--- src/design/front_defs.svh ---
// Front end widths and download constants

`ifndef FRONT_DEFS_SVH
`define FRONT_DEFS_SVH

// Word address of the 16-bit memory channel
`define MEM_ADDR_W 24

// Download byte stream from the host
`define DL_ADDR_W 25
`define DL_INDEX_W 8
`define DL_DATA_W 8

// Download index values
`define DL_INDEX_ROM 0
`define DL_INDEX_DIP 254

// Number of stored DIP switch bytes
`define DIP_BANKS 8

// Player input words
`define PS2_KEY_W 11
`define JOY_W 16

`endif

--- src/design/front_pkg.sv ---
// Front end shared types

package front_pkg;

`include "front_defs.svh"

    // Memory channel fields
    typedef logic [`MEM_ADDR_W-1:0] mem_addr_t;
    typedef logic [15:0] mem_data_t;
    typedef logic [1:0] mem_be_t;

    // One byte of the download stream
    typedef logic [`DL_DATA_W-1:0] dl_byte_t;

    // ROM write sequencer
    typedef enum logic [1:0] {
        st_empty,
        st_half,
        st_busy
    } rom_state_e;

    // PS/2 set 2 scan codes in use
    typedef enum logic [7:0] {
        key_start1 = 8'h16,
        key_start2 = 8'h1E,
        key_coin1  = 8'h2E,
        key_coin2  = 8'h36,
        key_pause  = 8'h4D,
        key_up     = 8'h75,
        key_down   = 8'h72,
        key_left   = 8'h6B,
        key_right  = 8'h74,
        key_a      = 8'h14,
        key_b      = 8'h11,
        key_x      = 8'h29,
        key_y      = 8'h12
    } key_code_e;

    // Current holder of the shared memory channel
    typedef enum logic [1:0] {
        own_none,
        own_loader,
        own_cpu
    } mem_owner_e;

endpackage

--- src/design/mem_req_if.sv ---
// Memory channel request interface

`timescale 1ns/1ps

interface mem_req_if import front_pkg::*; ();

    mem_addr_t addr;
    mem_data_t din;
    mem_be_t   be;
    logic      rnw;
    logic      req;
    logic      rdy;
    mem_data_t dout;

    // Requester holds req with stable fields until rdy
    modport requester (
        output addr, din, be, rnw, req,
        input  rdy, dout
    );

    modport channel (
        input  addr, din, be, rnw, req,
        output rdy, dout
    );

endinterface

--- src/design/arcade_io_front.sv ---
// Arcade control and download front end

`timescale 1ns/1ps
`include "front_defs.svh"

module arcade_io_front import front_pkg::*; (
    input  logic                   CLK_32M,
    input  logic                   reset,
    input  logic [`PS2_KEY_W-1:0]  ps2_key,
    input  logic [`JOY_W-1:0]      joystick_0,
    input  logic [`JOY_W-1:0]      joystick_1,

    // Download stream
    input  logic                   dl_active,
    input  logic [`DL_INDEX_W-1:0] dl_index,
    input  logic                   dl_wr,
    input  logic [`DL_ADDR_W-1:0]  dl_addr,
    input  dl_byte_t               dl_data,
    output logic                   dl_wait,

    // CPU side of the shared channel
    input  mem_addr_t              cpu_addr,
    input  mem_data_t              cpu_din,
    input  mem_be_t                cpu_wr_sel,
    input  logic                   cpu_req,
    output mem_data_t              cpu_dout,
    output logic                   cpu_rdy,

    // Memory channel
    output mem_addr_t              mem_addr,
    output mem_data_t              mem_din,
    output mem_be_t                mem_be,
    output logic                   mem_rnw,
    output logic                   mem_req,
    input  mem_data_t              mem_dout,
    input  logic                   mem_rdy,

    // Active-low controls
    output logic [1:0]             coin,
    output logic [1:0]             start_buttons,
    output logic [3:0]             p1_joystick,
    output logic [3:0]             p2_joystick,
    output logic [3:0]             p1_buttons,
    output logic [3:0]             p2_buttons,
    output logic                   pause_button,
    output logic [15:0]            dip_sw
);

    mem_req_if loader_bus ();
    mem_req_if cpu_bus ();
    mem_req_if mem_bus ();

    mem_addr_t rom_addr;
    logic      rom_clear;
    logic      rom_advance;

    // A CPU access with no byte selected is a read
    assign cpu_bus.addr = cpu_addr;
    assign cpu_bus.din  = cpu_din;
    assign cpu_bus.be   = cpu_wr_sel;
    assign cpu_bus.rnw  = ~|cpu_wr_sel;
    assign cpu_bus.req  = cpu_req;
    assign cpu_dout     = cpu_bus.dout;
    assign cpu_rdy      = cpu_bus.rdy;

    assign mem_addr     = mem_bus.addr;
    assign mem_din      = mem_bus.din;
    assign mem_be       = mem_bus.be;
    assign mem_rnw      = mem_bus.rnw;
    assign mem_req      = mem_bus.req;
    assign mem_bus.dout = mem_dout;
    assign mem_bus.rdy  = mem_rdy;

    player_input_map u_input (
        .CLK_32M(CLK_32M), .reset(reset), .ps2_key(ps2_key),
        .joystick_0(joystick_0), .joystick_1(joystick_1),
        .coin(coin), .start_buttons(start_buttons),
        .p1_joystick(p1_joystick), .p2_joystick(p2_joystick),
        .p1_buttons(p1_buttons), .p2_buttons(p2_buttons),
        .pause_button(pause_button)
    );

    dip_switch_bank u_dip (
        .CLK_32M(CLK_32M), .reset(reset), .dl_wr(dl_wr), .dl_index(dl_index),
        .dl_addr(dl_addr), .dl_data(dl_data), .dip_sw(dip_sw)
    );

    rom_word_counter u_counter (
        .CLK_32M(CLK_32M), .reset(reset), .clear(rom_clear),
        .advance(rom_advance), .word_addr(rom_addr)
    );

    rom_write_fsm u_rom_fsm (
        .CLK_32M(CLK_32M), .reset(reset), .dl_active(dl_active),
        .dl_index(dl_index), .dl_wr(dl_wr), .dl_data(dl_data),
        .dl_wait(dl_wait), .word_addr(rom_addr), .clear(rom_clear),
        .advance(rom_advance), .mem(loader_bus)
    );

    mem_channel_mux u_mux (
        .CLK_32M(CLK_32M), .reset(reset), .loader(loader_bus),
        .cpu(cpu_bus), .mem(mem_bus)
    );

endmodule

--- src/design/dip_switch_bank.sv ---
// DIP switch capture

`timescale 1ns/1ps
`include "front_defs.svh"

module dip_switch_bank import front_pkg::*; (
    input  logic                   CLK_32M,
    input  logic                   reset,
    input  logic                   dl_wr,
    input  logic [`DL_INDEX_W-1:0] dl_index,
    input  logic [`DL_ADDR_W-1:0]  dl_addr,
    input  dl_byte_t               dl_data,
    output logic [15:0]            dip_sw
);

    localparam int SEL_W = $clog2(`DIP_BANKS);

    dl_byte_t   dip_bytes [`DIP_BANKS];
    logic       dip_wr;
    logic [SEL_W-1:0] dip_sel;

    // Only the low addresses of the DIP index hold switch bytes
    assign dip_wr  = dl_wr && (dl_index == `DL_INDEX_W'(`DL_INDEX_DIP))
                     && (dl_addr < `DL_ADDR_W'(`DIP_BANKS));
    assign dip_sel = dl_addr[SEL_W-1:0];

    always_ff @(posedge CLK_32M) begin
        if (reset) begin
            for (int i = 0; i < `DIP_BANKS; i++) begin
                dip_bytes[i] <= '0;
            end
        end else if (dip_wr) begin
            dip_bytes[dip_sel] <= dl_data;
        end
    end

    // Switches are stored active high and presented active low
    assign dip_sw = ~{dip_bytes[1], dip_bytes[0]};

endmodule

--- src/design/mem_channel_mux.sv ---
// Shared memory channel arbiter

`timescale 1ns/1ps

module mem_channel_mux import front_pkg::*; (
    input  logic         CLK_32M,
    input  logic         reset,
    mem_req_if.channel   loader,
    mem_req_if.channel   cpu,
    mem_req_if.requester mem
);

    mem_owner_e owner;
    mem_owner_e cur_owner;

    // Grant in the cycle the request is seen, loader first on a tie
    always_comb begin
        if (owner != own_none) begin
            cur_owner = owner;
        end else if (loader.req) begin
            cur_owner = own_loader;
        end else if (cpu.req) begin
            cur_owner = own_cpu;
        end else begin
            cur_owner = own_none;
        end
    end

    // Ownership is released by the ready pulse
    always_ff @(posedge CLK_32M) begin
        if (reset) begin
            owner <= own_none;
        end else if (mem.rdy) begin
            owner <= own_none;
        end else begin
            owner <= cur_owner;
        end
    end

    always_comb begin
        mem.addr = '0;
        mem.din  = '0;
        mem.be   = '0;
        mem.rnw  = 1'b1;
        mem.req  = 1'b0;
        case (cur_owner)
            own_loader: begin
                mem.addr = loader.addr;
                mem.din  = loader.din;
                mem.be   = loader.be;
                mem.rnw  = loader.rnw;
                mem.req  = loader.req;
            end
            own_cpu: begin
                mem.addr = cpu.addr;
                mem.din  = cpu.din;
                mem.be   = cpu.be;
                mem.rnw  = cpu.rnw;
                mem.req  = cpu.req;
            end
            default: ;
        endcase
    end

    // Return path to the owner only
    assign loader.rdy  = mem.rdy && (cur_owner == own_loader);
    assign loader.dout = (cur_owner == own_loader) ? mem.dout : '0;
    assign cpu.rdy     = mem.rdy && (cur_owner == own_cpu);
    assign cpu.dout    = (cur_owner == own_cpu) ? mem.dout : '0;

endmodule

--- src/design/player_input_map.sv ---
// Keyboard and joystick control mapping

`timescale 1ns/1ps
`include "front_defs.svh"

module player_input_map import front_pkg::*; (
    input  logic                  CLK_32M,
    input  logic                  reset,
    input  logic [`PS2_KEY_W-1:0] ps2_key,
    input  logic [`JOY_W-1:0]     joystick_0,
    input  logic [`JOY_W-1:0]     joystick_1,
    output logic [1:0]            coin,
    output logic [1:0]            start_buttons,
    output logic [3:0]            p1_joystick,
    output logic [3:0]            p2_joystick,
    output logic [3:0]            p1_buttons,
    output logic [3:0]            p2_buttons,
    output logic                  pause_button
);

    logic [`PS2_KEY_W-1:0] key_q;
    logic                  toggle_q;
    key_code_e             key_code;
    logic                  pressed;
    logic [3:0]            kb_dir;
    logic [3:0]            kb_btn;
    logic                  kb_start1, kb_start2, kb_coin1, kb_coin2, kb_pause;
    logic [`JOY_W-1:0]     joy;

    assign key_code = key_code_e'(key_q[7:0]);
    assign pressed  = key_q[9];

    // Key events are registered once, then the toggle bit is compared
    always_ff @(posedge CLK_32M) begin
        key_q <= ps2_key;
        if (reset) begin
            toggle_q  <= ps2_key[10];
            kb_dir    <= 4'b0000;
            kb_btn    <= 4'b0000;
            kb_start1 <= 1'b0;
            kb_start2 <= 1'b0;
            kb_coin1  <= 1'b0;
            kb_coin2  <= 1'b0;
            kb_pause  <= 1'b0;
        end else begin
            toggle_q <= key_q[10];
            if (toggle_q != key_q[10]) begin
                case (key_code)
                    key_start1: kb_start1 <= pressed;
                    key_start2: kb_start2 <= pressed;
                    key_coin1:  kb_coin1  <= pressed;
                    key_coin2:  kb_coin2  <= pressed;
                    key_pause:  kb_pause  <= pressed;
                    key_up:     kb_dir[3] <= pressed;
                    key_down:   kb_dir[2] <= pressed;
                    key_left:   kb_dir[1] <= pressed;
                    key_right:  kb_dir[0] <= pressed;
                    key_a:      kb_btn[3] <= pressed;
                    key_b:      kb_btn[2] <= pressed;
                    key_x:      kb_btn[1] <= pressed;
                    key_y:      kb_btn[0] <= pressed;
                    default: ;
                endcase
            end
        end
    end

    ////////////////////////////////////////////////////////////////////////////
    // Active-low merge with the joysticks
    ////////////////////////////////////////////////////////////////////////////

    assign joy = joystick_0 | joystick_1;

    // Keyboard directions and buttons are shared by both players
    assign p1_joystick = ~(kb_dir | joystick_0[3:0]);
    assign p2_joystick = ~(kb_dir | joystick_1[3:0]);
    assign p1_buttons  = ~(kb_btn | {joystick_0[4], joystick_0[5], joystick_0[6], joystick_0[7]});
    assign p2_buttons  = ~(kb_btn | {joystick_1[4], joystick_1[5], joystick_1[6], joystick_1[7]});

    // Coin 2 has no joystick bit
    assign start_buttons = ~{kb_start2 | joy[10], kb_start1 | joy[8]};
    assign coin          = ~{kb_coin2, kb_coin1 | joy[9]};
    assign pause_button  = ~(kb_pause | joy[11]);

endmodule

--- src/design/rom_word_counter.sv ---
// ROM word address counter

`timescale 1ns/1ps

module rom_word_counter import front_pkg::*; (
    input  logic      CLK_32M,
    input  logic      reset,
    input  logic      clear,
    input  logic      advance,
    output mem_addr_t word_addr
);

    mem_addr_t count;

    // Clear wins over advance at download start
    always_ff @(posedge CLK_32M) begin
        if (reset) begin
            count <= '0;
        end else if (clear) begin
            count <= '0;
        end else if (advance) begin
            count <= count + 1'b1;
        end
    end

    assign word_addr = count;

endmodule

--- src/design/rom_write_fsm.sv ---
// ROM download write sequencer

`timescale 1ns/1ps
`include "front_defs.svh"

module rom_write_fsm import front_pkg::*; (
    input  logic                   CLK_32M,
    input  logic                   reset,
    input  logic                   dl_active,
    input  logic [`DL_INDEX_W-1:0] dl_index,
    input  logic                   dl_wr,
    input  dl_byte_t               dl_data,
    output logic                   dl_wait,
    input  mem_addr_t              word_addr,
    output logic                   clear,
    output logic                   advance,
    mem_req_if.requester           mem
);

    rom_state_e state;
    logic       rom_sel;
    logic       rom_wr;
    logic       active_q;
    dl_byte_t   low_byte;
    mem_data_t  word_data;
    mem_be_t    word_be;

    assign rom_sel = (dl_index == `DL_INDEX_W'(`DL_INDEX_ROM));
    assign rom_wr  = dl_wr && rom_sel;

    // Rising edge of a ROM download restarts the word address
    assign clear = dl_active && rom_sel && !active_q;

    // Counter moves on the same edge that leaves st_busy
    assign advance = (state == st_busy) && mem.rdy;

    ////////////////////////////////////////////////////////////////////////////
    // Sequencer
    ////////////////////////////////////////////////////////////////////////////

    always_ff @(posedge CLK_32M) begin
        if (reset) begin
            state    <= st_empty;
            active_q <= 1'b0;
        end else begin
            active_q <= dl_active && rom_sel;
            case (state)
                st_empty: begin
                    if (rom_wr) begin
                        state <= st_half;
                    end
                end
                st_half: begin
                    // A lone byte at the end is flushed by itself
                    if (rom_wr || !dl_active) begin
                        state <= st_busy;
                    end
                end
                st_busy: begin
                    if (mem.rdy) begin
                        state <= st_empty;
                    end
                end
                default: state <= st_empty;
            endcase
        end
    end

    // Byte pairing
    always_ff @(posedge CLK_32M) begin
        if (state == st_empty && rom_wr) begin
            low_byte <= dl_data;
        end
        if (state == st_half) begin
            if (rom_wr) begin
                word_data <= {dl_data, low_byte};
                word_be   <= 2'b11;
            end else if (!dl_active) begin
                word_data <= {8'h00, low_byte};
                word_be   <= 2'b01;
            end
        end
    end

    assign dl_wait  = (state == st_busy);
    assign mem.req  = (state == st_busy);
    assign mem.addr = word_addr;
    assign mem.din  = word_data;
    assign mem.be   = word_be;
    assign mem.rnw  = 1'b0;

endmodule

--- config.mk ---
export PLATFORM = sky130hd
export DESIGN_NAME = arcade_io_front
export DESIGN_NICKNAME = d
export VERILOG_FILES = /design/src/design/front_pkg.sv /design/src/design/mem_req_if.sv /design/src/design/arcade_io_front.sv /design/src/design/dip_switch_bank.sv /design/src/design/mem_channel_mux.sv /design/src/design/player_input_map.sv /design/src/design/rom_word_counter.sv /design/src/design/rom_write_fsm.sv
export VERILOG_INCLUDE_DIRS = /design/src /design/src/design
export SDC_FILE = /design/constraint.sdc
export NUM_CORES = 1
export LEC_CHECK = 0
export BUFFER_PORTS_ARGS = -buffer_cell sky130_fd_sc_hd__buf_2
export CORE_UTILIZATION = 44
export CTS_BUF_LIST = sky130_fd_sc_hd__clkbuf_8
export CTS_CLUSTER_SIZE = 40
export DETAILED_ROUTE_END_ITERATION = 6
export GPL_ROUTABILITY_DRIVEN = 0
export PLACE_DENSITY = 0.75
export SLEW_MARGIN = 20
export SYNTH_ARGS = -nofsm -noshare
export SYNTH_HDL_FRONTEND = slang
export SYNTH_SLANG_ARGS = --single-unit
--- constraint.sdc ---
create_clock -name CLK_32M -period 2.8 [get_ports CLK_32M]
set_input_delay 0.56 -clock CLK_32M [delete_from_list [all_inputs] [get_ports CLK_32M]]
set_output_delay 0.56 -clock CLK_32M [all_outputs]
set_load 0.005 [all_outputs]
# [Word-level counts from Yosys, hierarchy flattened]
# Memories as Yosys holds them, arrays and structs flattened.
# Cells that the tools add are included.
[totals] regBits=79 ramBits=64 inputBits=148 output_inout_bits=99 mem_count=1
[mem_list] memory="u_dip.dip_bytes" depth=8 word_bits=8 read_ports=2 rd_ports_with_merged_regs=0 wr=8 line="dip_switch_bank.sv:18" source="dl_byte_t dip_bytes [`DIP_BANKS];"
[classes] add_sub_neg=1 magnitude_cmp=1 n_eq_ne=23 muxes=25 n_bitwise=17 reduce_logical=35
[op_table] cell="16-bit 2-to-1 mux" n=3
[op_table] cell="24-bit case mux with 2 select lines" n=1
[op_table] cell="8-bit by 5-bit equality test with 1-bit output, second input constant" n=5
[op_table] cell="8-bit by 7-bit equality test with 1-bit output, second input constant" n=5
[op_table] cell="16-bit case mux with 2 select lines" n=1
[op_table] cell="2-bit AND reduction" n=14
[op_table] cell="25-bit by 4-bit less-than comparator with 1-bit output, second input constant" n=1
[op_table] cell="24-bit by 1-bit adder with 24-bit output, second input constant" n=1
[op_table] cell="8-bit by 6-bit equality test with 1-bit output, second input constant" n=3
[op_table] cell="16-bit NOT" n=1
[op_table] cell="4-bit NOT" n=4
[op_table] cell="4-bit bitwise OR" n=4
[op_table] cell="2-bit 2-to-1 mux" n=7
[op_table] cell="12-bit bitwise OR" n=1
[op_table] cell="1-bit logical AND" n=9
[op_table] cell="8-bit equality test, second input constant" n=1
[op_table] cell="8-bit logical NOT" n=1
[op_table] cell="8-bit 2-to-1 mux" n=1
[op_table] cell="8-bit OR reduction" n=1
[op_table] cell="1-bit 2-to-1 mux" n=7
[op_table] cell="2-bit by 1-bit inequality test with 1-bit output, second input constant" n=3
[op_table] cell="2-bit case mux with 3 select lines" n=1
[op_table] cell="2-bit OR reduction" n=3
[op_table] cell="2-bit by 1-bit equality test with 1-bit output, second input constant" n=2
[op_table] cell="other kinds (14)" n=22

# [Longest topological paths before layout]
[depth] ltp_word=8 mapped_depth=11 ltp_nobuf=9

# [Cells and area by module]
# From an unflattened synthesis, not the netlist that was laid out.
[hier_totals] hier_cells=546 hier_area_um2=5260.0
[modules_own_cells] module="rom_write_fsm" n_inst=1 cells_each=86 area_per_inst_um2=1209.9
[modules_own_cells] module="rom_word_counter" n_inst=1 cells_each=124 area_per_inst_um2=1118.6
[modules_own_cells] module="player_input_map" n_inst=1 cells_each=105 area_per_inst_um2=1062.3
[modules_own_cells] module="dip_switch_bank" n_inst=1 cells_each=75 area_per_inst_um2=939.7
[modules_own_cells] module="mem_channel_mux" n_inst=1 cells_each=155 area_per_inst_um2=925.9
[modules_own_cells] module="arcade_io_front" n_inst=1 cells_each=1 area_per_inst_um2=3.8

# [Least setup slack after synthesis]
# OpenSTA, ideal clock, no wires.
[synth_timing] kind="reg-to-reg" from="reg u_rom_fsm.state[1]" to="reg u_counter.count[18], in the netlist u_counter.word_addr[18]" setup_ns=0.070 arrival_ns=2.418 required_ns=2.730 path_slack_ns=0.312 path_stages_with_launch=9 n_path_buf=1 synth_period_minus_slack_ns=2.488 cell_sequence="dfxtp_1 > nand2b_1 > a31oi_1 > ha_1 > nand4b_4 > or4_1 > buf_2 > or4_1 > a21oi_1"
[synth_between] elab_chain_cells=6
[synth_rtl] element="start: declaration" line="rom_write_fsm.sv:20" source="rom_state_e state;"
[synth_rtl] element="start signal: assignment" line="rom_write_fsm.sv:43" source="state <= st_empty;"
[synth_rtl] element="start signal: assignment" line="rom_write_fsm.sv:50" source="state <= st_half;"
[synth_rtl] element="start signal: assignment" line="rom_write_fsm.sv:56" source="state <= st_busy;"
[synth_rtl] element="2-bit equality test (*)" line="rom_write_fsm.sv:35, rom_write_fsm.sv:86"
[synth_rtl] element="2-bit 2-to-1 mux" line="mem_channel_mux.sv:20" source="end else if (loader.req) begin"
[synth_rtl] element="2-bit 2-to-1 mux" line="mem_channel_mux.sv:18" source="if (owner != own_none) begin"
[synth_rtl] element="2-bit by 1-bit equality test with 1-bit output" line="mem_channel_mux.sv:66" source="assign loader.rdy = mem.rdy && (cur_owner == own_loader);"
[synth_rtl] element="1-bit logical AND" line="mem_channel_mux.sv:66"
[synth_rtl] element="1-bit logical AND (*)" line="rom_write_fsm.sv:35" source="assign advance = (state == st_busy) && mem.rdy;"
[synth_rtl] element="end signal: assignment" line="rom_word_counter.sv:22" source="count <= count + 1'b1;"
[synth_rtl] element="end: declaration" line="rom_word_counter.sv:13" source="mem_addr_t count;"
# Every way passes the cells marked *; elsewhere a longest branch is shown, timed or not.
# A chain may end at the register's enable or synchronous reset.

# [Final worst setup path]
[layout_timing] from="reg u_rom_fsm.state[0]" to="out mem_req"
[layout_between] elab_chain_cells=5
[layout_rtl] element="2-bit equality test (*)" line="rom_write_fsm.sv:86" source="assign mem.req = (state == st_busy);"
[layout_rtl] element="2-bit 2-to-1 mux" line="mem_channel_mux.sv:20"
[layout_rtl] element="2-bit 2-to-1 mux" line="mem_channel_mux.sv:18"
[layout_rtl] element="2-bit equality test or 2-bit by 1-bit equality test with 1-bit output (tied branches)" line="mem_channel_mux.sv:46" source="case (cur_owner)"
[layout_rtl] element="1-bit case mux with 2 select lines (*)" line="mem_channel_mux.sv:46"
[layout_rtl] element="end: declaration" line="arcade_io_front.sv:34" source="output logic mem_req,"
# Marks and branches as above.

==> results.json <==
{
  "slew_viol_final": 0,
  "rrSetupSlack_ps": 200,
  "worst-path-max-fanout": 46,
  "antenna_found_initial": 0,
  "status": "completed",
  "die-area_mm2": 0.0109,
  "timing_hold_violations_final": 0,
  "synth-edff-count": 41,
  "setup_slack_ps": 158,
  "layout-drive-gt1-share_pct": 38.6,
  "multi_input_area_mm2": 0.00218,
  "min_period_ps": 2640,
  "gr-total-overflow": 0,
  "dr.pass1.iters": 4,
  "setup_viol": 0,
  "power-per-cell-area_mw_per_mm2": 439,
  "r2r-start": "u_rom_fsm.state[0]$_SDFFE_PP0P_",
  "grt_use_total_pct": 22.1,
  "postCtsHoldBufs": 0,
  "tightest_slew_ps": 675,
  "first_iter_violations": 263,
  "cap_violations": 0,
  "cts_buffer_depth": 2,
  "cts_buffers": 9,
  "vias_per_cell": 5.27,
  "vdd_drop_max_uv": 393,
  "synthSimpleGateAreaFrac_pct": 29.2,
  "io_pins": 247,
  "syn_nets": 641,
  "syn_to_final_growth_pct": 35.7,
  "hpwl_um": 9470,
  "period_share_pct": 94.4,
  "ys_seq_area_share_pct": 49.5,
  "drc_errors": 0,
  "std_cell_rows": 37,
  "cts_tree": "done",
  "grt_pass1_vias": 4262,
  "p_total_uw": 2760,
  "power_leakage_uw": 0.00290,
  "hold_depth": 1,
  "register_area_mm2": 0.00229,
  "ys_seq_elements": 94,
  "htreeDepth": 3,
  "crit_type": "reg2out",
  "muxShareOfSynthArea_pct": 3.05,
  "ys_types": 44,
  "hp-class": "in2reg",
  "ant_nets": 0,
  "clk_pin_slew_ps": 100,
  "pre_cts_ws_ps": -12.4,
  "cts_root_buf": "clkbuf_8",
  "synthArstFlopShare_pct": 0,
  "antenna_cells": 0,
  "worstSetupEndpointType": "primary output",
  "vias": 4583,
  "synthCells": 490,
  "synth_top_family_by_area": "simple AND/OR/NAND/NOR gates",
  "portBuffers": 237,
  "hold_path.startpoint": "ps2_key[5]",
  "rr_endpoint": "u_counter.word_addr[23]$_SDFFE_PP0P_",
  "fillers": 885,
  "synth_flop_cell": "dfxtp_1",
  "grt_max_degree": 63,
  "grt_pass1_wl_um": 19500,
  "core_mm2": 0.0103,
  "cp_data_arrival_time_ps": 2080,
  "die_y_um": 105,
  "yosys_warnings": 0,
  "synthAdderAreaFrac_pct": 0.811,
  "cp_slowest_cell": "dfxtp_1",
  "synthXorXnorAreaFrac_pct": 2.27,
  "max_slew_margin_pct": 54.9,
  "required_ps": 2240,
  "synth_area_mm2": 0.00463,
  "nNetsFinal": 879,
  "clk_latency_ps": 360,
  "avgSynthCellArea_um2": 9.45,
  "crit_chain": "nand2b_1, a31oi_2, ha_2, buf_8, a22oi_1, nor2_1, buf_2",
  "slowest_delay_ps": 320,
  "wl_um": 12800,
  "skew_ps": 12.3,
  "wire_per_inst_um": 14.7,
  "max_freq_mhz": 378,
  "layout_commonest_cell": "buf_2",
  "final_cell_mix": "237 x buf_2, 81 x nor2_1, 53 x dfxtp_1",
  "worstHoldEndpoint": "u_input.key_q[5]$_DFF_P_",
  "setup_tns_ps": 0,
  "r2r_cells": 7,
  "finish.utilization_pct": 61.1,
  "die_w_um": 105,
  "start_util_pct": 45.1,
  "synth-compound-area-share_pct": 11.1,
  "cts_sinks": 94,
  "critPathLaunchType": "register"
}
## power breakdown
| part | total (µW) | internal (µW) | leakage (µW) | switching [µW] |
|---|---|---|---|---|
| clock network | 933 | 426 | 0.000100 | 506 |
| registers | 1460 | 1440 | 0.000810 | 14.7 |
| logic | 367 | 194 | 0.00199 | 173 |
## metrics by stage
| stage | std cells | area, µm² | hold WS [ps] |
|---|---|---|---|
| after floorplan | 490 | 4630 | 400 |
| after global placement | 851 | 6010 | 400 |
| after detailed placement | 851 | 6010 | 408 |
| after CTS | 867 | 6230 | 280 |
| after global routing | 869 | 6280 | 277 |
| final | 869 | 6280 | 292 |
## synth_stat cells (2+ instances only)
cell type / n / area (µm²)
or3_1: 3 / 18.8
nor4_1: 7 / 43.8
nor3_1: 11 / 55.1
dfxtp_1: 53 / 1060
nand4_1: 10 / 62.6
and3_1: 3 / 18.8
o21ai_0: 4 / 20.0
edfxtp_1: 41 / 1230
nand3_1: 14 / 70.1
nor3b_1: 3 / 22.5
and2_1: 42 / 263
o31ai_1: 9 / 67.6
nor4bb_1: 2 / 20.0
nand2b_1: 13 / 81.3
mux2i_1: 13 / 130
or2_2: 2 / 12.5
ha_1: 3 / 37.5
xor2_1: 5 / 43.8
and4b_1: 2 / 20.0
nor4b_1: 2 / 17.5
clkbuf_1: 24 / 90.1
xnor2_1: 7 / 61.3
a22oi_1: 42 / 315
a21oi_1: 16 / 80.1
nor4_4: 2 / 42.5
inv_1: 24 / 90.1
nor2_1: 82 / 308
or4_1: 15 / 113
and4_1: 4 / 35.0
nand2_1: 18 / 67.6
## critical path, delay by kind of cell (launching register included)
kind,cells,cell delay (ps)
buffers and inverters,2,410
and+or+nand+nor,2,330
adders and majority gates,1,280
DFF,1,320
AOI/OAI and AO/OA,2,400
## flip-flops by register name, indices dropped and copies added (netlist names), 2 cells and up
| signal | flops |
|---|---|
| u_mux.owner | 2 |
| u_counter.word_addr | 24 |
| u_input.kb_dir | 4 |
| u_rom_fsm.mem.din | 16 |
| u_dip.dip_bytes | 16 |
| u_rom_fsm.state | 2 |
| u_rom_fsm.low_byte | 8 |
| u_input.kb_btn | 4 |
| u_input.key_q | 10 |
## worst max path at each step
stage | start | endpoint
global route | u_rom_fsm.state[0]$_SDFFE_PP0P_ | u_counter.word_addr[23]$_SDFFE_PP0P_
finish | u_rom_fsm.state[0]$_SDFFE_PP0P_ | mem_req
detailed placement | cpu_req | u_counter.word_addr[23]$_SDFFE_PP0P_
floorplan | u_rom_fsm.state[1]$_SDFFE_PP0P_ | u_counter.word_addr[18]$_SDFFE_PP0P_
global placement | cpu_req | mem_req
CTS | u_rom_fsm.state[0]$_SDFFE_PP0P_ | mem_req
## area by class of cell
cell class,instances,share of cell area (%)
repair buffers,253,21.5
clock inverters,7,1.25
clock buffers,9,1.97
multi-input cells,346,34.7
inverters,24,1.43
flip-flops and latches,94,36.5
well taps,136,2.71
## metal layers
layer | share of wire [%] | up-vias | global-route usage (%)
met2 | 52 | 206 | 40.7
met5 | 0 | - | 0
met3 | 7.2 | 20 | 2.87
li1 | - | 2236 | -
met1 | 38 | 2121 | 26.0
met4 | 2.0 | 0 | 8.55
## logic make-up (layout without fill, tap and decap cells)
| kind of cell | count (synthesis) | after routing |
|---|---|---|
| flip-flops | 94 | 94 |
| adder cells (fa/ha/maj) | 3 | 3 |
| XOR/XNOR | 12 | 12 |
| AND/OR/NAND/NOR | 242 | 242 |
| buffers and inverters | 50 | 293 |
| multiplexers | 14 | 14 |
| AO/OA/AOI/OAI | 75 | 75 |
## timing repair
action / 4_1_cts / 5_1_grt
endpoints found under the setup margin: 61 / 62
buffers inserted: 0 / 2
pin swaps: 0 / 1
resized for setup: 2 / 3
gates cloned: 0 / 0
Note: power is estimated with default switching activity, not from simulation.
